[config.mk]
export PLATFORM = sky130hd
export DESIGN_NAME = operand_skew_flat
export DESIGN_NICKNAME = d
export VERILOG_FILES = /design/src/rtl/tpu_pkg.sv /design/src/rtl/array_ctrl_if.sv /design/src/rtl/operand_skew.sv /design/src/flat_wrapper.sv
export SDC_FILE = /design/constraint.sdc
export NUM_CORES = 1
export LEC_CHECK = 0
export ABC_AREA = 1
export BUFFER_PORTS_ARGS = -buffer_cell sky130_fd_sc_hd__clkbuf_2
export CORE_ASPECT_RATIO = 1.2
export CORE_UTILIZATION = 35
export DETAILED_ROUTE_END_ITERATION = 6
export PLACE_DENSITY_LB_ADDON = 0.12
export SYNTH_ARGS = -nofsm -noshare
export SYNTH_HDL_FRONTEND = slang
export SYNTH_SLANG_ARGS = --single-unit
[constraint.sdc]
create_clock -name clk -period 1.7 [get_ports clk]
set_input_delay 0.085 -clock clk [delete_from_list [all_inputs] [get_ports clk]]
set_output_delay 0.085 -clock clk [all_outputs]
set_load 0.005 [all_outputs]
[src/rtl/tpu_pkg.sv]
package tpu_pkg;

    localparam int LANES = 4;   // Array rows and columns, also elements per operand word

    typedef logic [7:0]  elem_t;
    typedef logic [7:0]  dim_t;
    typedef logic [15:0] index_t;
    typedef logic [31:0] acc_t;

    // Lane 0 sits in the top byte
    typedef logic [LANES*$bits(elem_t)-1:0] operand_word_t;

    // Column 0 sits in the top word
    typedef logic [LANES*$bits(acc_t)-1:0] result_word_t;

    typedef logic [$clog2(LANES)-1:0] lane_sel_t;

    // Steps to drain the skewed wavefront after the last operand
    localparam index_t CALC_TAIL = 16'd6;

    typedef enum logic [1:0] {
        SEQ_IDLE = 2'd0,
        SEQ_CALC = 2'd1,
        SEQ_DONE = 2'd2
    } seq_state_t;

endpackage

[src/rtl/array_ctrl_if.sv]
`timescale 1ns/1ps

interface array_ctrl_if;

    logic               clear;       // New job
    logic               step;        // Advance the wavefront one cycle
    logic               flush;       // Last store of a tile done
    logic               a_pad;
    logic               b_pad;
    tpu_pkg::lane_sel_t store_row;

    modport seq   (output clear, output step, output flush,
                   output a_pad, output b_pad, output store_row);

    modport skew  (input clear, input step, input a_pad, input b_pad);

    modport array (input clear, input step, input flush, input store_row);

endinterface

[src/rtl/operand_skew.sv]
`timescale 1ns/1ps

module operand_skew (
    input  logic                                clk,
    input  logic                                rst_n,
    input  tpu_pkg::operand_word_t              a_data,
    input  tpu_pkg::operand_word_t              b_data,
    array_ctrl_if.skew                          ctrl,
    output tpu_pkg::elem_t [tpu_pkg::LANES-1:0] a_lanes,
    output tpu_pkg::elem_t [tpu_pkg::LANES-1:0] b_lanes
);

    localparam int LANES = tpu_pkg::LANES;
    localparam int EW    = $bits(tpu_pkg::elem_t);

    // Index 0 is A, index 1 is B
    tpu_pkg::operand_word_t word [2];

    // Lane r uses stages r down to 0, stage 0 feeds the array
    tpu_pkg::elem_t stage [2][LANES][LANES];

    assign word[0] = ctrl.a_pad ? '0 : a_data;
    assign word[1] = ctrl.b_pad ? '0 : b_data;

    always_ff @(posedge clk or negedge rst_n) begin
        if (!rst_n) begin
            stage <= '{default: '0};
        end else if (ctrl.clear) begin
            stage <= '{default: '0};
        end else if (ctrl.step) begin
            for (int op = 0; op < 2; op++) begin
                for (int r = 0; r < LANES; r++) begin
                    for (int s = 0; s < r; s++) begin
                        stage[op][r][s] <= stage[op][r][s+1];
                    end
                    stage[op][r][r] <= word[op][EW*(LANES-1-r) +: EW];   // Top byte is lane 0
                end
            end
        end
    end

    always_comb begin
        for (int r = 0; r < LANES; r++) begin
            a_lanes[r] = stage[0][r][0];
            b_lanes[r] = stage[1][r][0];
        end
    end

endmodule

[src/flat_wrapper.sv]
// flat-port wrapper written by rule: the top's interface ports become plain ports
module operand_skew_flat 
  (clk, rst_n, a_data, b_data, a_lanes, b_lanes, ctrl_clear, ctrl_step, ctrl_a_pad, ctrl_b_pad);
  array_ctrl_if ctrl_i ();
  input  logic clk;
  input  logic rst_n;
  input  tpu_pkg::operand_word_t a_data;
  input  tpu_pkg::operand_word_t b_data;
  output tpu_pkg::elem_t [tpu_pkg::LANES-1:0] a_lanes;
  output tpu_pkg::elem_t [tpu_pkg::LANES-1:0] b_lanes;
  input wire logic [$bits(ctrl_i.clear)-1:0] ctrl_clear;
  input wire logic [$bits(ctrl_i.step)-1:0] ctrl_step;
  input wire logic [$bits(ctrl_i.a_pad)-1:0] ctrl_a_pad;
  input wire logic [$bits(ctrl_i.b_pad)-1:0] ctrl_b_pad;
  assign ctrl_i.clear = ctrl_clear;
  assign ctrl_i.step = ctrl_step;
  assign ctrl_i.a_pad = ctrl_a_pad;
  assign ctrl_i.b_pad = ctrl_b_pad;
  operand_skew u_core (.clk(clk), .rst_n(rst_n), .a_data(a_data), .b_data(b_data), .ctrl(ctrl_i), .a_lanes(a_lanes), .b_lanes(b_lanes));
endmodule
### Yosys cells after proc, flatten, opt, wreduce, memory -nomap -nowiden

Cells that the tools add are included.
W data, S select, Z words.

* muxes and demuxes: 16
* reductions and logical operators: 1

Operators by type and width (number)
* $mux W32: 4
* $mux W24: 4
* $mux W40: 2
* $mux W16: 4
* $mux W8: 2
* $reduce_bool A2 Y1: 1

* register bits after elaboration: 160
* input bits: 70
* output and inout bits: 64
* word-level logic and storage cells: 37

### Depth between registers and ports, before layout

* word-level depth: 3
* gate-level depth with buffers: 6
* gate-level depth less buffers: 3

### Least setup slack after synthesis

No wires, ideal clock.

* path type: input to register
* start point: input ctrl_step
* end point: register u_core.stage, in the netlist u_core.a_lanes[24]
* library setup time: 0.066 ns
* arrival time: 0.797 ns
* required time: 1.634 ns
* setup slack: 0.837 ns
* cell stages on the path: 6
* path buffers: 3
* cell sequence: buf_2 -> nor2_4 -> buf_4 -> buf_2 -> nand2_1 -> nand2_1

* cells in the longest elaborated chain, start to end: 1

RTL lines
* from (decl): line flat_wrapper.sv:12 `input wire logic [$bits(ctrl_i.step)-1:0] ctrl_step;`
* $reduce_bool A2 Y1 (no source line)
* to (signal, indexed assignment): line operand_skew.sv:34 `stage[op][r][s] <= stage[op][r][s+1];`
* to (signal, indexed assignment): line operand_skew.sv:36 `stage[op][r][r] <= word[op][EW*(LANES-1-r) +: EW];`
* to (decl): line operand_skew.sv:20 `tpu_pkg::elem_t stage [2][LANES][LANES];`

Every way passes these cells.
A chain may end at the register's enable or synchronous reset.

### Final worst setup path

* start point: register u_core.stage, in the netlist u_core.a_lanes[13]
* end point: output a_lanes[13] (netlist name)

RTL lines
* to (decl): line flat_wrapper.sv:9 `output tpu_pkg::elem_t [tpu_pkg::LANES-1:0] a_lanes;`

No word-level cell between the ends.

==> impl_metrics.py <==
metrics = {
    "critical_path": {
        "crit_end": "a_lanes[13]",
        "reg2reg_slack_ns": 1.05,
        "reg2reg_depth": 2,
        "cp-start-kind": "flop",
        "r2r_end": "u_core.stage[138]",
        "worst_ep_required_time_ns": 1.62,
        "end_kind": "output port",
        "critPathMaxFanout": 2,
        "crit_chain": "clkbuf_2",
        "cp_num_buf_inv": 1,
        "crit_family": "flip-flops",
        "worstSetupPathType": "reg2out",
        "critical-path-max-stage-delay_ns": 0.41,
        "worstSetupStartpoint": "u_core.a_lanes[13]",
        "crit_cells": 1,
        "crit_slowest_cell": "dfrtp_1",
        "critPathArrivalTime_ns": 0.96,
        "timing.rr.start": "u_core.stage[130]",
    },
    "floorplanning": {
        "dieArea_mm2": 0.0199,
        "rows": 55,
        "start_util": 0.357,
        "die_w_um": 129,
        "core_area_mm2": 0.0189,
        "die_h_um": 154,
        "ios": 134,
    },
    "sta": {
        "fmax_mhz": 955,
        "skew_ns": 0.00734,
        "finalHoldViolations": 0,
        "drv_slew": 0,
        "rsz0062_at_grt": "false",
        "post-route-period-util": 0.616,
        "slew_headroom": 0.650,
        "setup_violations": 0,
        "final.setup.tns_ns": 0,
        "worst_slew_pin_slew_ns": 0.525,
        "period_needed_ns": 1.05,
    },
    "hold_path": {
        "hold_class": "in2reg",
        "min_from": "ctrl_step",
    },
    "clock_network": {
        "max-clock-path-buffers": 2,
        "clkSlewWorstSetupHoldPaths_ns": 0.06,
        "htree_levels": 4,
        "postCtsResizedCells": 0,
        "cts_root_buf": "clkbuf_16",
        "cts_sinks": 160,
        "cts_setup_buffers": 0,
        "cts_tree": "done",
        "cts_buffers": 17,
        "hold_buffers": 65,
        "clk_latency_ns": 0.42,
    },
    "grt": {
        "grt_overflow_total": 0,
        "met2_usage": 0.254,
        "grt_max_degree": 98,
        "grt_use_total": 0.164,
        "grt_busiest_layer": "met2",
        "grt_pass1_vias": 5119,
        "grt_pass1_wl_um": 25800,
        "met1_usage": 0.224,
        "antenna_found_initial": 0,
        "met3_usage": 0.0332,
    },
    "power_and_ir_drop": {
        "clockPowerShare": 0.454,
        "power_density_mw_per_mm2": 992,
        "vdd_ir_drop_max_uv": 682,
        "cellLeakagePower_uw": 0.00474,
        "p_seq_frac": 0.471,
        "report.power.total_uw": 8370,
        "p_sw_uw": 1930,
        "internal-power_uw": 6440,
        "power_frac_comb": 0.075,
        "sw_frac_of_total": 0.231,
    },
    "cells_and_area": {
        "n_antenna_cell": 0,
        "fillCellCount": 1861,
        "layout.nets": 943,
        "drive_gt1_frac": 0.200,
        "syn_to_final_growth_pct": 24.7,
    },
    "synthesis": {
        "synth-edff-count": 0,
        "synth_cell_types": 10,
        "synth_area_leader_cell": "dfrtp_1",
        "synth_top_area_share": 0.592,
        "synth-seq-area-share": 0.592,
        "synthFlopType": "dfrtp_1",
        "syn_nets": 829,
        "yosys_warnings": 0,
        "synth.top_cells.by_area": "dfrtp_1, nand2_1, nand3_1",
        "synth_seq_cells": 160,
        "synth_async_sr_flop_share": 1.00,
        "syn_inst": 759,
        "avgSynthCellArea_um2": 8.91,
        "netlist_area_mm2": 0.00676,
        "yosysMostFrequentCell": "nand2_1",
        "synth_common_cells": "nand2_1, dfrtp_1, nand3_1, buf_4, buf_2",
    },
    "routing": {
        "viasPerCell": 4.55,
        "drt_pass1_iterations": 4,
        "wirelength_um": 15100,
        "antenna_left": 0,
        "wl_per_cell_um": 13.2,
        "dr_total_vias": 5192,
        "drcViolationCount": 0,
        "drt_iter0_drc": 274,
    },
    "outcome": {
        "outcome": "completed",
    },
    "place": {
        "io_buffers": 133,
        "gp_congestion": 0.696,
        "dpl.hpwl_um": 8650,
    },
    "flow_run": {
        "cap_violations": 0,
    },
}
## metal layers
| layer | vias up | part of all wire | wire [µm] |
|---|---|---|---|
| met5 | - | 0 | 0 |
| met4 | 0 | 0.017 | 250 |
| met3 | 17 | 0.046 | 692 |
| met2 | 138 | 0.45 | 6850 |
| met1 | 2453 | 0.48 | 7320 |
| li1 | 2584 | - | - |
## power by group through the flow
stage / Clock (µW) / Sequential [µW] / Combinational, µW
3_5_place_dp: 0 / 4010 / 522
4_1_cts: 3920 / 3940 / 641
6_report: 3800 / 3940 / 626
5_1_grt: 4070 / 3950 / 704
3_3_place_gp: 0 / 4010 / 515
2_1_floorplan: 0 / 4000 / 283
## state kept, by name, indices dropped and copies added, names as in the netlist
signal / count
u_core.stage: 96
u_core.a_lanes: 32
u_core.b_lanes: 32
## worst min-delay path by stage
stage,to,slack [ns],cells after the start
2_1_floorplan,u_core.a_lanes[0],-0.21,0
3_3_place_gp,u_core.b_lanes[25],0.08,1
3_5_place_dp,u_core.b_lanes[20],0.09,1
4_1_cts,u_core.stage[212],0.02,3
5_1_grt,u_core.stage[172],0.04,3
6_report,u_core.stage[170],0.04,3
## per-stage QoR
stage	cell area, µm²	cells	util	setup WS, ns	hold slack [ns]
2_1_floorplan	6760	759	-	0.837	-0.211
3_3_place_gp	7190	1045	0.380	0.568	0.0829
3_5_place_dp	7190	1045	0.380	0.541	0.0909
4_1_cts	8430	1142	0.445	0.639	0.0223
5_1_grt	8430	1142	0.445	0.626	0.0411
6_report	8430	1142	0.445	0.653	0.0369
## final cells by class
class | count | area [µm²] | area share
clock buffer | 24 | 482 | 0.0571
clock inverter | 8 | 105 | 0.0125
inverter | 1 | 3.75 | 0.000445
multi-input combinational | 483 | 2030 | 0.240
sequential | 160 | 4000 | 0.475
tap | 256 | 320 | 0.0380
timing repair buffer | 210 | 1490 | 0.177
## worst reg2reg max path: cells and delay by family (launching register included)
family / cells / cell delay, ns
flip-flops: 1 / 0.40
AND/OR/NAND/NOR: 2 / 0.15
## cells in the final DEF, fill, tap and decap left out
master         synthesis  layout
clkinv_2               0       1
nand3_1              160     160
clkinvlp_4             0       3
clkinv_4               0       2
buf_12                 0       6
clkbuf_16              0      17
buf_4                 72       7
nand2_1              320     320
inv_2                  1       1
dfrtp_1              160     160
dlygate4sd3_1          0      65
nor2_2                 0       2
nor2_4                 1       1
clkbuf_1              10       4
clkbuf_2               0     131
buf_6                  0       1
bufinv_16              0       2
clkbuf_8               0       3
## cell families (layout without fill, tap and decap cells)
| kind of cell | after synthesis | in the layout | share of synthesized area |
|---|---|---|---|
| and+or+nand+nor | 483 | 483 | 0.299 |
| DFF | 160 | 160 | 0.592 |
| buffers and inverters | 116 | 243 | 0.109 |
(Power assumes the default switching activity.)
