==> src/rtl/tpu_pkg.sv <==
package tpu_pkg;

    localparam int LANES = 4;   // Array rows and columns, also elements per operand word

    typedef logic [7:0]  elem_t;
    typedef logic [7:0]  dim_t;
    typedef logic [15:0] index_t;
    typedef logic [31:0] acc_t;

    // Lane 0 sits in the top byte
    typedef logic [LANES*$bits(elem_t)-1:0] operand_word_t;

    // Column 0 sits in the top word
    typedef logic [LANES*$bits(acc_t)-1:0] result_word_t;

    typedef logic [$clog2(LANES)-1:0] lane_sel_t;

    // Steps to drain the skewed wavefront after the last operand
    localparam index_t CALC_TAIL = 16'd6;

    typedef enum logic [1:0] {
        SEQ_IDLE = 2'd0,
        SEQ_CALC = 2'd1,
        SEQ_DONE = 2'd2
    } seq_state_t;

endpackage

==> src/rtl/array_ctrl_if.sv <==
`timescale 1ns/1ps

interface array_ctrl_if;

    logic               clear;       // New job
    logic               step;        // Advance the wavefront one cycle
    logic               flush;       // Last store of a tile done
    logic               a_pad;
    logic               b_pad;
    tpu_pkg::lane_sel_t store_row;

    modport seq   (output clear, output step, output flush,
                   output a_pad, output b_pad, output store_row);

    modport skew  (input clear, input step, input a_pad, input b_pad);

    modport array (input clear, input step, input flush, input store_row);

endinterface

==> src/rtl/mac_cell.sv <==
`timescale 1ns/1ps

module mac_cell (
    input  logic           clk,
    input  logic           rst_n,
    input  logic           clear,
    input  logic           step,
    input  logic           flush,
    input  tpu_pkg::elem_t a_in,
    input  tpu_pkg::elem_t b_in,
    output tpu_pkg::elem_t a_out,
    output tpu_pkg::elem_t b_out,
    output tpu_pkg::acc_t  acc
);

    tpu_pkg::acc_t product;

    assign product = a_in * b_in;   // Unsigned, widened to the accumulator

    always_ff @(posedge clk or negedge rst_n) begin
        if (!rst_n) begin
            a_out <= '0;
            b_out <= '0;
            acc   <= '0;
        end else if (clear || flush) begin
            a_out <= '0;
            b_out <= '0;
            acc   <= '0;
        end else if (step) begin
            a_out <= a_in;   // A moves right
            b_out <= b_in;   // B moves down
            acc   <= acc + product;
        end
    end

endmodule

==> src/rtl/systolic_array.sv <==
`timescale 1ns/1ps

module systolic_array (
    input  logic                                clk,
    input  logic                                rst_n,
    input  tpu_pkg::elem_t [tpu_pkg::LANES-1:0] a_lanes,
    input  tpu_pkg::elem_t [tpu_pkg::LANES-1:0] b_lanes,
    array_ctrl_if.array                         ctrl,
    output tpu_pkg::result_word_t               row_data
);

    localparam int LANES = tpu_pkg::LANES;
    localparam int ACC_W = $bits(tpu_pkg::acc_t);

    tpu_pkg::elem_t a_link [LANES][LANES+1];   // Column index along the row
    tpu_pkg::elem_t b_link [LANES+1][LANES];   // Row index down the column
    tpu_pkg::acc_t  acc    [LANES][LANES];

    for (genvar r = 0; r < LANES; r++) begin : g_edge
        assign a_link[r][0] = a_lanes[r];
        assign b_link[0][r] = b_lanes[r];
    end

    for (genvar row = 0; row < LANES; row++) begin : g_row
        for (genvar col = 0; col < LANES; col++) begin : g_col
            mac_cell u_cell (
                .clk   (clk),
                .rst_n (rst_n),
                .clear (ctrl.clear),
                .step  (ctrl.step),
                .flush (ctrl.flush),
                .a_in  (a_link[row][col]),
                .b_in  (b_link[row][col]),
                .a_out (a_link[row][col+1]),
                .b_out (b_link[row+1][col]),
                .acc   (acc[row][col])
            );
        end
    end

    // Result row for write-back, column 0 in the top word
    always_comb begin
        for (int col = 0; col < LANES; col++) begin
            row_data[ACC_W*(LANES-1-col) +: ACC_W] = acc[ctrl.store_row][col];
        end
    end

endmodule

==> src/flat_wrapper.sv <==
// flat-port wrapper written by rule: the top's interface ports become plain ports
module systolic_array_flat 
  (clk, rst_n, a_lanes, b_lanes, row_data, ctrl_clear, ctrl_step, ctrl_flush, ctrl_store_row);
  array_ctrl_if ctrl_i ();
  input  logic clk;
  input  logic rst_n;
  input  tpu_pkg::elem_t [tpu_pkg::LANES-1:0] a_lanes;
  input  tpu_pkg::elem_t [tpu_pkg::LANES-1:0] b_lanes;
  output tpu_pkg::result_word_t row_data;
  input wire logic [$bits(ctrl_i.clear)-1:0] ctrl_clear;
  input wire logic [$bits(ctrl_i.step)-1:0] ctrl_step;
  input wire logic [$bits(ctrl_i.flush)-1:0] ctrl_flush;
  input wire logic [$bits(ctrl_i.store_row)-1:0] ctrl_store_row;
  assign ctrl_i.clear = ctrl_clear;
  assign ctrl_i.step = ctrl_step;
  assign ctrl_i.flush = ctrl_flush;
  assign ctrl_i.store_row = ctrl_store_row;
  systolic_array u_core (.clk(clk), .rst_n(rst_n), .a_lanes(a_lanes), .b_lanes(b_lanes), .ctrl(ctrl_i), .row_data(row_data));
endmodule
==> config.mk <==
export PLATFORM = sky130hd
export DESIGN_NAME = systolic_array_flat
export DESIGN_NICKNAME = d
export VERILOG_FILES = /design/src/rtl/tpu_pkg.sv /design/src/rtl/array_ctrl_if.sv /design/src/rtl/mac_cell.sv /design/src/rtl/systolic_array.sv /design/src/flat_wrapper.sv
export SDC_FILE = /design/constraint.sdc
export NUM_CORES = 2
export LEC_CHECK = 0
export BUFFER_PORTS_ARGS = -buffer_cell sky130_fd_sc_hd__buf_4
export CAP_MARGIN = 20
export CORE_MARGIN = 5
export CORE_UTILIZATION = 30
export DETAILED_ROUTE_END_ITERATION = 8
export HOLD_SLACK_MARGIN = 0.03
export PLACE_DENSITY = 0.49
export RECOVER_POWER = 100
export SYNTH_ARGS = -nofsm -noshare
export SYNTH_HDL_FRONTEND = slang
export SYNTH_HIERARCHICAL = 1
export SYNTH_SLANG_ARGS = --single-unit
==> constraint.sdc <==
create_clock -name clk -period 4.82 [get_ports clk]
set_clock_uncertainty 0.05 [all_clocks]
set_input_delay 0 -clock clk [delete_from_list [all_inputs] [get_ports clk]]
set_output_delay 0 -clock clk [all_outputs]
set_load 0.05 [all_outputs]
Word level (Yosys, flattened, before mapping):

Index checks and enable logic that the tools add are counted.

* memories kept: 0
* bits of input ports: 71
* bits in read-only memories: 0
* RAM bits: 0
* word-level logic and storage cells: 159
* latch bits: 0
* output and inout bits: 128
* register bits: 704

* bitwise gates (word level): 1
* add/sub/neg operators: 16
* reductions and logical operators: 2
* multiply operators: 16
* equal/unequal tests: 0
* multiplexer cells: 83
* shift-type cells: 0
* div/mod/pow operators: 0
* order comparisons: 1

Operator list (number)
* $mux W32: 32
* $add A32 B16 Y32: 16
* $mux W8: 48
* $bmux W128 S2: 1
* $mul A8 B8 Y16: 16
* $mux W128: 2
* $ge A3 B3 Y1 const B: 1
* $not A2 Y3: 1
* $reduce_bool A2 Y1: 1
* $logic_or A1 B1 Y1: 1

Longest topological paths before layout:

* word-level depth: 4
* depth in mapped cells: 19
* mapped depth without buffers: 17

Cells and area by module:

The synthesis kept the hierarchy.

Modules (own cells, without submodules)
* mac_cell (u_core.g_row[0].g_col[0].u_cell ...): cells an instance 534, area an instance 4880.9 µm², instances 5, seq. area each 1201.2 µm²
* mac_cell (u_core.g_row[2].g_col[3].u_cell ...): cells an instance 553, area an instance 4958.5 µm², instances 3, seq. area each 1201.2 µm²
* mac_cell (u_core.g_row[1].g_col[3].u_cell ...): cells an instance 545, area an instance 4936.0 µm², instances 3, seq. area each 1201.2 µm²
* mac_cell (u_core.g_row[2].g_col[2].u_cell): cells an instance 547, area an instance 4949.7 µm², instances 1, seq. area each 1201.2 µm²
* mac_cell (u_core.g_row[3].g_col[2].u_cell): cells an instance 546, area an instance 4941.0 µm², instances 1, seq. area each 1201.2 µm²
* mac_cell (u_core.g_row[3].g_col[3].u_cell): cells an instance 555, area an instance 4936.0 µm², instances 1, seq. area each 1201.2 µm²
* mac_cell (u_core.g_row[0].g_col[1].u_cell): cells an instance 547, area an instance 4914.7 µm², instances 1, seq. area each 1201.2 µm²
* mac_cell (u_core.g_row[1].g_col[2].u_cell): cells an instance 536, area an instance 4879.7 µm², instances 1, seq. area each 1201.2 µm²
* systolic_array: cells an instance 156, area an instance 3196.8 µm², instances 1, seq. area each 0.0 µm²

Worst setup path after synthesis:

Ideal clock, no wire load.

* path type: register to register
* start point: register u_core.g_row[1].g_col[2].u_cell.b_out[0]
* end point: register u_core.g_row[2].g_col[2].u_cell.acc[20]
* buffers on the path: 1
* path slack: 0.293 ns
* arrival time: 4.349 ns
* period minus slack after synthesis: 4.527 ns
* library setup time: 0.128 ns
* stages on the path, launching flop included: 17
* data required time: 4.642 ns
* cells stage by stage: dfrtp_1 -> clkbuf_1 -> nand2_1 -> fa_1 -> inv_1 -> fa_1 -> fa_1 -> inv_1 -> fa_1 -> inv_1 -> ha_1 -> a21o_1 -> a31o_2 -> or3b_1 -> a21oi_2 -> o21ai_0 -> mux2i_1

* longest elaborated chain between the ends: 4

RTL lines
* start: declaration: line mac_cell.sv:12 `output tpu_pkg::elem_t b_out,`
* start signal: assignment: line mac_cell.sv:31 `b_out <= b_in;`
* $mul A8 B8 Y16: line mac_cell.sv:18 `assign product = a_in * b_in;`
* $add A32 B16 Y32: line mac_cell.sv:32 `acc <= acc + product;`
* $mux W32: line mac_cell.sv:29 `end else if (step) begin`
* $mux W32: line mac_cell.sv:25 `end else if (clear || flush) begin`
* end signal: assignment: line mac_cell.sv:32
* end: declaration: line mac_cell.sv:13 `output tpu_pkg::acc_t acc`

No other way between the ends. The select of a mux whose other input is x is not followed.
A chain may end at the register's enable or synchronous reset.

Final worst setup path:

* start point: input ctrl_flush
* end point: register u_core.g_row[0].g_col[0].u_cell.a_out[0]

* longest elaborated chain between the ends: 2
* elaborated cells between the ends (all ways): 3
* classes of those cells: mux (1); reduce/logical (2)

RTL lines
* start: declaration: line flat_wrapper.sv:12 `input wire logic [$bits(ctrl_i.flush)-1:0] ctrl_flush;`
* $logic_or A1 B1 Y1 (*): line mac_cell.sv:25
* $mux W8 / $reduce_bool A2 Y1 (equally long branches)
* end signal: assignment: line mac_cell.sv:30 `a_out <= a_in;`
* end: declaration: line mac_cell.sv:11 `output tpu_pkg::elem_t a_out,`

Mark *: on every way between the ends. The rest lies on a longest branch, timed or not.

==> metrics.txt <==
Synth Instances=8657; Tot GR Track Use=17.9%; Logic pwr share=18.2%; Flop pwr share=36.0%; Synthesized Nets=10184; CP Data Arrival Time=5.40 ns; P_leak=0.0454 uW; Mapped Area=79400 um2; final wirelength=253 mm; hold path depth=4; Worst Path Required=5.35 ns; die height=525 um; most frequent CP cell=clkbuf_1; CTS Root Cell=clkbuf_16; largest net degree at the start of global routing=156; Final min period=4.88 ns; reg2reg path depth=16; Internal Power=11600 uW; min-delay src=b_lanes[31]; CP bufs+invs=4; Sw Pwr=5350 uW; worst reg2reg setup slack=0.12 ns; first-pass GRT wire length=391 mm; CP top delay family=buffers and inverters; die width=525 um; Num CTS Buffers=98; Slew headroom=-81.9%; Critical Path Fanout Max=28; unrepaired setup endpoints after global routing=true; clock power share=45.9%; status=complete, but fails checks; # rows=188; number of global-route vias before repair=64015; setup ws final=-0.0581 ns; HPWL reported at the end of detailed placement=199 mm; FILL cells=27276; Core ar.=263000 um2; # setup viols final=28; slew of the pin with the lowest slew margin=2.73 ns; Yosys warning count=6; Area Growth Syn to Fin=15.1%; hold endpoint=u_core/g_row[0].g_col[3].u_cell/b_out[7]; critical path launch point type=input pin; Post-DRT Antenna Nets=0; Pins Over Slew Limit=677; clock sinks=704; buffers added on ports=198; CP endpoint kind=flip-flop; period utilisation layout=101%; synthesized area per cell=9.17 um2; Post-Layout Cell Count=12733; initial DRC count=3842; clock latency at the later pin of the worst-skew pair=0.74 ns; failing checks=capacitance limit, slew limit, setup timing; full die area=275000 um2; H-tree Lvls=3; fmax=205 MHz; Hold Crit Class=in2reg; Sw Share=31.5%; Worst path slowest cell=clkbuf_1; Worst-path clk slew=0.06 ns; gr ovfl total=0; r2r startpoint=u_core/g_row[2].g_col[1].u_cell/a_out[3]; crit-path cells=dlygate4sd3_1 -> clkbuf_1 -> clkbuf_1 -> or2_0 -> clkbuf_2 -> nor2_1; Peak supply drop=0.000299 V; nets=10657; Vias=62348; max-cap viol count=13; Residual DRC=0; Final Wtd Congestion=0.874; Final Hold Vio Count=0; CTS tree=done; kind of critical path=in2reg; I/O pin count=199; layout cells sized above 1=12.6%; Cells after DPL=12386; DR vias/cell=4.90; Bufs on Longest Clock Path=3; TritonRoute pass-1 iters=6; crit-path max cell delay=1.92 ns; Initial Utilization=30.2%; initial antenna violation count=9; pwr/cell area=185 nW/um2; R2R Path End=u_core/g_row[2].g_col[2].u_cell/acc[29]; Final Hold Slack=0.134 ns; WL/cell=19.9 um
## sequential cells by signal, indices dropped and copies added (netlist names)
name                             cells
u_core/g_row.g_col.u_cell/a_out     96
u_core/g_row.g_col.u_cell/b_out     96
u_core/g_row.g_col.u_cell/acc      512
## cell usage in the layout (no fill, tap or decap), types with 184 or more instances in the layout
cell	n
inv_1	1578
nand2_1	796
fa_1	796
nor2_1	663
ha_1	629
and2_1	574
dfrtp_1	565
buf_4	458
mux2i_1	377
a21oi_1	339
xnor2_1	184
## power by group through the flow
stage / combinational [uW] / clock, uW / sequential (uW)
finish: 3080 / 7780 / 6100
CTS: 3090 / 8020 / 6100
detailed placement: 3010 / 0 / 6210
global placement: 2990 / 0 / 6210
floorplan: 1990 / 0 / 6130
global route: 3420 / 8230 / 6110
## worst min-delay path: stages
cell	delay [ns]
dlygate4sd3_1	0.53
buf_4	0.18
mux2i_1	0.09
nor2_1	0.08
## per-stage QoR
step / area [um2] / setup slack, ns / setup TNS (ns) / utilization [%] / power (uW)
3_3_place_gp: 86300 / -0.103 / -0.483 / 32.8 / 9200
2_1_floorplan: 79400 / 0.293 / 0 / - / 8120
4_1_cts: 90500 / 0.000143 / 0 / 34.4 / 17200
5_1_grt: 91400 / -0.0364 / -0.215 / 34.8 / 17800
6_report: 91400 / -0.0581 / -0.538 / 34.8 / 17000
3_5_place_dp: 86300 / -0.123 / -1.27 / 32.8 / 9220
## routing by layer
| metal | share of wire (%) | global-route usage [%] | up-vias | routed length, um |
|---|---|---|---|---|
| met5 | 0.018 | 0 | - | 46 |
| met4 | 3.9 | 5.72 | 6 | 9830 |
| met3 | 3.7 | 1.89 | 337 | 9380 |
| met2 | 46 | 29.4 | 1337 | 117000 |
| met1 | 46 | 24.8 | 31578 | 116000 |
| li1 | - | - | 29090 | - |
## what timing repair did
item,4_1_cts,5_1_grt
pin swaps,0,47
resized for setup,14,263
endpoints found under the setup margin,49,224
hold buffers,71,0
setup buffers,0,84
endpoints found under the hold margin,484,0
cloned,0,2
## worst max path at each step
stage                                        startpoint                                        to  slack (ns)  cells after the start
3_5_place_dp   u_core/g_row[0].g_col[0].u_cell/b_out[4]   u_core/g_row[1].g_col[0].u_cell/acc[30]       -0.12                     15
6_report                                     ctrl_flush  u_core/g_row[0].g_col[0].u_cell/a_out[0]       -0.06                      6
4_1_cts        u_core/g_row[2].g_col[1].u_cell/a_out[6]   u_core/g_row[2].g_col[2].u_cell/acc[20]      0.0001                     15
2_1_floorplan  u_core/g_row[1].g_col[2].u_cell/b_out[0]   u_core/g_row[2].g_col[2].u_cell/acc[20]        0.29                     16
5_1_grt        u_core/g_row[2].g_col[0].u_cell/a_out[3]   u_core/g_row[2].g_col[1].u_cell/acc[31]       -0.04                     16
3_3_place_gp   u_core/g_row[0].g_col[0].u_cell/b_out[4]   u_core/g_row[1].g_col[0].u_cell/acc[26]       -0.10                     15
## cell type report
cell class | instances | area (um2) | share of cell area (%)
diodes | 3 | 7.51 | 0.00821
clock buffers | 131 | 2740 | 2.99
clock inverters | 54 | 669 | 0.732
inverters | 1578 | 5920 | 6.48
multi-input cells | 6040 | 54800 | 60.0
flip-flops and latches | 704 | 17800 | 19.5
well taps | 3515 | 4400 | 4.81
repair buffers | 708 | 5080 | 5.56
(Power assumes the default switching activity.)
