<file path="config.mk">
export PLATFORM = sky130hd
export DESIGN_NAME = tpu_config
export DESIGN_NICKNAME = d
export VERILOG_FILES = /design/src/rtl/tpu_pkg.sv /design/src/rtl/tpu_config.sv
export SDC_FILE = /design/constraint.sdc
export NUM_CORES = 1
export LEC_CHECK = 0
export BUFFER_PORTS_ARGS = -buffer_cell sky130_fd_sc_hd__buf_2
export CAP_MARGIN = 40
export CORE_MARGIN = 4
export CORE_UTILIZATION = 65
export CTS_CLUSTER_SIZE = 40
export DETAILED_ROUTE_END_ITERATION = 6
export PLACE_DENSITY = 0.88
export SYNTH_ARGS = -nofsm -noshare
export SYNTH_HDL_FRONTEND = slang
export SYNTH_SLANG_ARGS = --single-unit
</file>
<file path="constraint.sdc">
create_clock -name clk -period 1.4 [get_ports clk]
set_input_delay 0.07 -clock clk [delete_from_list [all_inputs] [get_ports clk]]
set_output_delay 0.07 -clock clk [all_outputs]
set_load 0.02 [all_outputs]
</file>
<file path="src/rtl/tpu_pkg.sv">
package tpu_pkg;

    localparam int LANES = 4;   // Array rows and columns, also elements per operand word

    typedef logic [7:0]  elem_t;
    typedef logic [7:0]  dim_t;
    typedef logic [15:0] index_t;
    typedef logic [31:0] acc_t;

    // Lane 0 sits in the top byte
    typedef logic [LANES*$bits(elem_t)-1:0] operand_word_t;

    // Column 0 sits in the top word
    typedef logic [LANES*$bits(acc_t)-1:0] result_word_t;

    typedef logic [$clog2(LANES)-1:0] lane_sel_t;

    // Steps to drain the skewed wavefront after the last operand
    localparam index_t CALC_TAIL = 16'd6;

    typedef enum logic [1:0] {
        SEQ_IDLE = 2'd0,
        SEQ_CALC = 2'd1,
        SEQ_DONE = 2'd2
    } seq_state_t;

endpackage

</file>
<file path="src/rtl/tpu_config.sv">
`timescale 1ns/1ps

module tpu_config (
    input  logic            clk,
    input  logic            rst_n,
    input  logic            in_valid,
    input  tpu_pkg::dim_t   k,
    input  tpu_pkg::dim_t   m,
    input  tpu_pkg::dim_t   n,
    output tpu_pkg::index_t size_k,
    output tpu_pkg::index_t size_m,
    output tpu_pkg::index_t a_words,
    output tpu_pkg::index_t b_words,
    output tpu_pkg::index_t c_words
);

    localparam int LANE_SHIFT = $clog2(tpu_pkg::LANES);

    // Number of operand words needed to cover len lanes
    function automatic tpu_pkg::index_t blocks_of(tpu_pkg::dim_t len);
        return (tpu_pkg::index_t'(len) + tpu_pkg::index_t'(tpu_pkg::LANES - 1)) >> LANE_SHIFT;
    endfunction

    always_ff @(posedge clk or negedge rst_n) begin
        if (!rst_n) begin
            size_k  <= '0;
            size_m  <= '0;
            a_words <= '0;
            b_words <= '0;
            c_words <= '0;
        end else if (in_valid) begin
            size_k  <= tpu_pkg::index_t'(k);
            size_m  <= tpu_pkg::index_t'(m);
            a_words <= tpu_pkg::index_t'(k) * blocks_of(m);   // K words per row block
            b_words <= tpu_pkg::index_t'(k) * blocks_of(n);
            c_words <= tpu_pkg::index_t'(m) * blocks_of(n);   // M rows per column block
        end
    end

endmodule

</file>
==> results.toml, run 1 <==
[synthesis]
synth_top_area_share_pct = 21.8
ys_warn_count = 0
synth-async-reset-ratio_pct = 100
synth-edff-count = 0
synthCells = 816
synth_most_common_cell = "ha_1"
avgSynthCellArea_um2 = 9.80
ys_ff_latch = 62
yosysSeqAreaShare_pct = 19.4
post_synth_instance_area_um2 = 8000
synthDistinctLibCells = 48
synth_top_cell_by_area = "fa_1"
synth_area_leaders = "fa_1 22%, dfrtp_1 19%, ha_1 16%"
synth_common_cells = "103 x ha_1, 87 x fa_1, 76 x inv_1, 68 x and2_1, 68 x nor2b_1"
synthFlopType = "dfrtp_1"

[floorplanning]
pin_count = 107
die_h_um = 119
die_w_um = 119
placementRows = 40
start_util_pct = 66.6

[placement]
gp_congestion = 0.920
pre_cts_slack_ps = -3320
dp_hpwl_um = 17500
io_buffers = 88
dp.cells = 1168

[global_route]
grt_start_max_net_pins = 66

[clocking]
clock-sinks = 62
cts_buffer_depth = 2
cts_htree_levels = 3
clockRootBuffer = "clkbuf_16"
cts_inserted_buffers = 9

[sta]
grt-worst-endpoint = "b_words[12]$_DFFE_PN0P_/D"
endpoint_type = "sequential cell input"

[outcome]
outcome = "aborted with a tool error"
stop_error = "[ERROR DPL-0038] Utilization greater than 100%, impossible to legalize"
failing_step = "5_1_grt"
==> metrics by stage <==
stage	TNS, ps	util, %	area (um^2)
floorplan	-94920	-	8620
global placement	-108020	84.1	10100
detailed placement	-111070	84.1	10100
CTS	-93920	93.3	11200
==> cell families after synthesis <==
kind of cell               after synthesis  share of synthesized area, %
xor gates and xnor gates                37                          4.05
adders and majority gates              190                          37.9
buffers and inverters                  127                          6.88
DFF                                     62                          19.4
other                                    1                        0.0469
muxes                                   44                          6.23
and+or+nand+nor                        251                          16.8
AOI/OAI and AO/OA                      104                          8.67
==> timing repair <==
item / CTS
hold endpoints to repair: 62
gates resized for setup: 123
endpoints found under the setup margin: 43
pin swaps: 77
setup buffers: 21
hold buffers: 1
==> inputs of run 2 (changes only) <==
--- a/config.mk
+++ b/config.mk
@@ -8,10 +8,9 @@
 export BUFFER_PORTS_ARGS = -buffer_cell sky130_fd_sc_hd__buf_2
 export CAP_MARGIN = 40
 export CORE_MARGIN = 4
-export CORE_UTILIZATION = 65
-export CTS_CLUSTER_SIZE = 40
+export CORE_UTILIZATION = 40
 export DETAILED_ROUTE_END_ITERATION = 6
-export PLACE_DENSITY = 0.88
+export PLACE_DENSITY_LB_ADDON = 0.15
 export SYNTH_ARGS = -nofsm -noshare
 export SYNTH_HDL_FRONTEND = slang
 export SYNTH_SLANG_ARGS = --single-unit
==> run 2 against run 1 <==
Against the previous run: the flow now finishes, with violations (negative setup slack); synthesized cell count unchanged; area after synthesis stayed put.
==> results.toml, run 2 <==
[outcome]
outcome = "finished, violations left"
violations = "negative setup slack"

[detailed_routing]
vias = 6467
drt_first_pass_iters = 4
first_iter_violations = 153
drc = 0
routed_wl_um = 20600
antenna_left = 0
via_per_inst = 4.83
wl_per_cell_um = 15.4

[hold_path]
hold_start = "in_valid"
hp-class = "primary input to register"

[finish]
layout_commonest_cell = "buf_4"
largest_reg_flops = 16
multiInputGateArea_um2 = 7370
reg_top3 = "b_words: 16 flops, a_words: 15 flops, c_words: 15 flops"
final_cell_mix = "147 x buf_4, 85 x fa_1, 83 x buf_2"
nets = 1286
stdcell_area_um2 = 11900
antenna_cells = 0
layout-drive-gt1-share_pct = 48.9
regMostFlops = "b_words"
final_util_pct = 60.7
syn_to_final_growth_pct = 48.7
final.fill_count = 1677
regArea_um2 = 1550

[placement]
io_buffers = 88
placed_area_um2 = 10300
pre_cts_slack_ps = -3390
dp_hpwl_um = 15600
gp_congestion = 0.819

[job]
drv_cap = 0

[power]
power.density_nw_per_um2 = 1560
power_uw = 18600
sequentialPowerShare_pct = 14.2
power_frac_clock_pct = 12.8
power_frac_comb_pct = 73.0
netSwitchingPower_uw = 7600
power.leakage_uw = 0.00582
ir_drop_mv = 1.20
switching_share_pct = 40.9
p_int_uw = 11000

[sta]
rsz0062_at_grt = "yes"
finalCriticalPeriod_ps = 4260
setup_violations = 41
timing.fmax_ghz = 0.235
worstMarginPinSlew_ps = 562
max_slew_margin_pct = 62.3
min_period_over_period_pct = 304
fin_skew_ps = 0
slew_viol_final = 0
hold_viol_final = 0
worst_slack_ps = -2860

[clocking]
cts_htree_levels = 3
clockRootBuffer = "clkbuf_16"
cts_buffer_depth = 2
clock-sinks = 62
cts_tree = "done"
path_clk_slew_ps = 50
clkLatencyLatePin_ps = 340
cts_inserted_buffers = 9

[global_route]
gr-total-overflow = 0
antenna_found_initial = 0
grt_pass1_vias = 6958
grtUsageTotal_pct = 18.8
grt_start_max_net_pins = 63
grt_first_pass_wirelength_um = 33600

[synthesis]
synthFlopType = "dfrtp_1"
avgSynthCellArea_um2 = 9.80
ys_warn_count = 0
synth_top_cell_by_area = "fa_1"
synthDistinctLibCells = 48
post_synth_instance_area_um2 = 8000
synth_top_area_share_pct = 21.8
synth-async-reset-ratio_pct = 100
yosysSeqAreaShare_pct = 19.4
ys_ff_latch = 62
synth_most_common_cell = "ha_1"
synthCells = 816
synth_area_leaders = "fa_1 22%, dfrtp_1 19%, ha_1 16%"
synth_common_cells = "103 x ha_1, 87 x fa_1, 76 x inv_1, 68 x and2_1, 68 x nor2b_1"
synth-edff-count = 0

[floorplanning]
start_util_pct = 40.8
die_w_um = 149
die_h_um = 149
pin_count = 107
design.die.area_um2 = 22300
placementRows = 51
core_area_um2 = 19600

[worst_setup_path]
cp-startpoint = "n[0]"
r2r_start = "c_words[3]"
cp_slowest_stage_delay_ps = 520
cp_data_required_time_ps = 1630
crit_type = "primary input to register"
cp-end-kind = "register"
crit_chain = "buf_6, o21a_4, and2_4, buf_6, nand2_4, xor2_4, buf_6, buf_6, nor2b_4, fa_1, fa_1, fa_1, inv_2, fa_1, inv_2, ha_4, or2_4, a21oi_4, nor3_2, a21oi_1, xnor2_1, mux2_2"
slowest_stage = "fa_1"
start_kind = "primary input"
crit_arrival_ps = 4490
crit_fanout = 5
[run 2: layout make-up]
class / instances / area share (%)
timing repair buffer: 273 / 17.2
inverter: 78 / 2.46
clock inverter: 3 / 0.358
clock buffer: 12 / 2.24
multi-input combinational: 645 / 62.0
tap: 265 / 2.79
sequential: 62 / 13.0
[run 2: cell families after synthesis]
kind of cell	Yosys count	share of synthesized area (%)
AO/OA/AOI/OAI	104	8.67
XOR/XNOR	37	4.05
adder cells (fa/ha/maj)	190	37.9
buffers and inverters	127	6.88
flip-flops	62	19.4
multiplexers	44	6.23
other	1	0.0469
AND/OR/NAND/NOR	251	16.8
[run 2: per-stage QoR]
stage | std cells | setup TNS (ps) | hold slack (ps)
3_5_place_dp | 1292 | -110940 | 111
6_report | 1338 | -92000 | 62.9
3_3_place_gp | 1292 | -110190 | 109
5_1_grt | 1338 | -97090 | 67.3
2_1_floorplan | 833 | -94920 | -226
4_1_cts | 1325 | -90800 | 51.8
[run 2: worst max-delay path, delay by kind of cell]
kind / cells / cell delay [ps]
AO/OA/AOI/OAI: 3 / 580
XOR/XNOR: 2 / 250
adder cells (fa/ha/maj): 5 / 2210
buffers and inverters: 6 / 550
multiplexers: 1 / 260
AND/OR/NAND/NOR: 5 / 570
[run 2: per-layer routing]
metal | global-route usage, % | vias up | wire length, um
li1 | - | 3153 | -
met1 | 25.6 | 3197 | 9560
met2 | 31.1 | 96 | 10100
met3 | 2.27 | 21 | 567
met4 | 6.27 | 0 | 314
met5 | 0 | - | 0
[run 2: repair_timing]
action,in CTS,in global routing
setup endpoints to repair,41,43
pin swaps,93,73
cloned,1,0
buffers inserted,20,16
hold endpoints to repair,62,0
resized for setup,116,96
hold buffers,1,0
[run 2: worst paths after layout]
check	endpoint	slack [ps]	depth (start not counted)
worst max-delay path	b_words[14]	-2860	22
worst min-delay path	b_words[0]	60	2
worst max register to register	c_words[3]	620	1
worst min register to register	c_words[6]	480	1
max in group asynchronous	b_words[6]	830	3
min in group asynchronous	a_words[11]	280	3
[run 2: power groups by stage]
| stage | clock network, uW | registers (uW) | logic [uW] |
|---|---|---|---|
| 5_1_grt | 2540 | 2710 | 14900 |
| 6_report | 2380 | 2640 | 13600 |
| 2_1_floorplan | 0 | 3360 | 6460 |
| 3_3_place_gp | 0 | 2650 | 10800 |
| 4_1_cts | 2460 | 2640 | 12200 |
| 3_5_place_dp | 0 | 2660 | 10800 |
(Power assumes the default switching activity.)
==> inputs of run 3 (changes only) <==
--- a/config.mk
+++ b/config.mk
@@ -9,6 +9,7 @@
 export CAP_MARGIN = 40
 export CORE_MARGIN = 4
 export CORE_UTILIZATION = 40
+export CTS_BUF_LIST = sky130_fd_sc_hd__clkbuf_4 sky130_fd_sc_hd__clkbuf_8
 export DETAILED_ROUTE_END_ITERATION = 6
 export PLACE_DENSITY_LB_ADDON = 0.15
 export SYNTH_ARGS = -nofsm -noshare
==> run 3 against run 2 <==
Against the previous run: the run still ends with negative setup slack left; routed wire length shrank 1.2%; critical path type unchanged; clock skew is the same; highest routed layer unchanged; clock power shrank 27%; sequential power is essentially flat; non-clock buffer count grew 4.
==> results.toml, run 3 (same netlist as run 2, synthesis figures left out) <==
[global_route]
grt_pass1_vias = 6952
gr-total-overflow = 0
grtUsageTotal_pct = 18.7
antenna_found_initial = 0
grt_start_max_net_pins = 63
grt_first_pass_wirelength_um = 33700

[worst_setup_path]
start_kind = "primary input"
crit_fanout = 5
crit_arrival_ps = 4510
crit_type = "primary input to register"
cp_common_cell = "fa_1"
cp_data_required_time_ps = 1650
cp_slowest_stage_delay_ps = 540
reg2reg_depth = 1
r2r_start = "c_words[3]"
slowest_stage = "fa_1"
reg2reg_to = "c_words[3]"
r2r_setup_slack_ps = 610
cp-end-kind = "register"
crit_chain = "buf_6, o21a_4, and2_4, buf_6, nand2_4, xor2_4, buf_6, buf_4, nor2b_1, fa_1, fa_1, fa_1, inv_2, fa_1, inv_2, ha_4, or2_4, a21oi_4, nor3_2, a21oi_1, xnor2_1, mux2_2"

[power]
ir_drop_mv = 1.33
power.density_nw_per_um2 = 1540
power_uw = 18200
power.leakage_uw = 0.00581

[placement]
pre_cts_slack_ps = -3390
dp_hpwl_um = 15600
io_buffers = 88
gp_congestion = 0.819
placed_area_um2 = 10300

[hold_path]
hold_start = "in_valid"
hold_depth = 2
min_to = "b_words[0]"
hp-class = "primary input to register"

[floorplanning]
pin_count = 107
placementRows = 51
design.die.area_um2 = 22300
core_area_um2 = 19600
die_h_um = 149
start_util_pct = 40.8
die_w_um = 149

[sta]
slew_viol_final = 0
fin_skew_ps = 0
timing.fmax_ghz = 0.235
worst_slack_ps = -2850
hold_viol_final = 0
setup_violations = 40
finalCriticalPeriod_ps = 4250
rsz0062_at_grt = "yes"
min_period_over_period_pct = 304

[clocking]
cts_inserted_buffers = 9
clock-sinks = 62
cts_buffer_depth = 2
cts_htree_levels = 3
clkLatencyLatePin_ps = 360
path_clk_slew_ps = 70
clockRootBuffer = "clkbuf_8"
cts_tree = "done"

[finish]
layout-drive-gt1-share_pct = 47.8
syn_to_final_growth_pct = 47.8
nets = 1290
stdcell_area_um2 = 11800
antenna_cells = 0
reg_top3 = "b_words: 16 flops, a_words: 15 flops, c_words: 15 flops"
regMostFlops = "b_words"
largest_reg_flops = 16
layout_commonest_cell = "buf_4"
final_cell_mix = "148 x buf_4, 86 x fa_1, 82 x buf_2"

[detailed_routing]
drt_first_pass_iters = 4
first_iter_violations = 179
routed_wl_um = 20300
drc = 0
vias = 6532
via_per_inst = 4.87
wl_per_cell_um = 15.1
antenna_left = 0

[outcome]
violations = "negative setup slack"
outcome = "finished, violations left"

[job]
drv_cap = 0
run 3: cell count changes in the layout (fill, tap and decap cells not counted), sizes merged:
cell / previous run / this run
buf: 272 / 276
clkinv: 2 / 3
inv: 77 / 76
run 3: layout make-up:
class / instances / area (um^2)
clock buffer: 12 / 165
clock inverter: 3 / 42.5
fill: 1685 / 7760
inverter: 78 / 293
multi-input combinational: 645 / 7350
sequential: 62 / 1550
tap: 265 / 332
timing repair buffer: 277 / 2100
run 3: power breakdown:
| group | total, uW | switching [uW] | internal (uW) | leakage (uW) |
|---|---|---|---|---|
| clock network | 1730 | 774 | 956 | 0.000104 |
| logic | 13800 | 6550 | 7300 | 0.00496 |
| registers | 2640 | 271 | 2370 | 0.000748 |
run 3: routing by layer:
| layer | GRT usage [%] | up-vias | share of wire, % |
|---|---|---|---|
| met3 | 3.21 | 17 | 3.3 |
| met4 | 4.81 | 0 | 1.3 |
| met1 | 25.5 | 3238 | 46 |
| met2 | 31.1 | 114 | 49 |
| met5 | 0 | - | 0 |
| li1 | - | 3163 | - |
run 3: worst max path at each step:
stage / startpoint / end / slack [ps] / cells past startpoint
after global routing: n[0] / b_words[12] / -2940 / 21
after floorplan: n[0] / c_words[14] / -3050 / 20
after global placement: n[0] / c_words[13] / -3370 / 19
final: n[0] / b_words[14] / -2850 / 22
after CTS: n[0] / b_words[12] / -2830 / 23
after detailed placement: n[0] / c_words[14] / -3390 / 20
run 3: per-stage QoR:
stage / setup TNS, ps / hold WS (ps) / std cells / util, %
2_1_floorplan: -94920 / -226 / 833 / -
3_3_place_gp: -110190 / 109 / 1292 / 52.4
3_5_place_dp: -110940 / 111 / 1292 / 52.4
4_1_cts: -88950 / 22.6 / 1327 / 57.0
5_1_grt: -95040 / 28.3 / 1342 / 60.4
6_report: -90890 / 43.5 / 1342 / 60.4
run 3: what timing repair did:
action	4_1_cts	5_1_grt
gates resized for setup	104	103
cloned	1	0
hold buffers	1	0
setup endpoints to repair	41	41
pin swaps	100	77
buffers inserted	24	17
hold endpoints to repair	62	0
run 3: worst max-delay path, delay by kind of cell:
kind	cells	cell delay [ps]
mux	1	260
xor+xnor	2	240
simple gates	5	570
buf+inv	6	540
fa+ha+maj	5	2230
compound gates	3	580
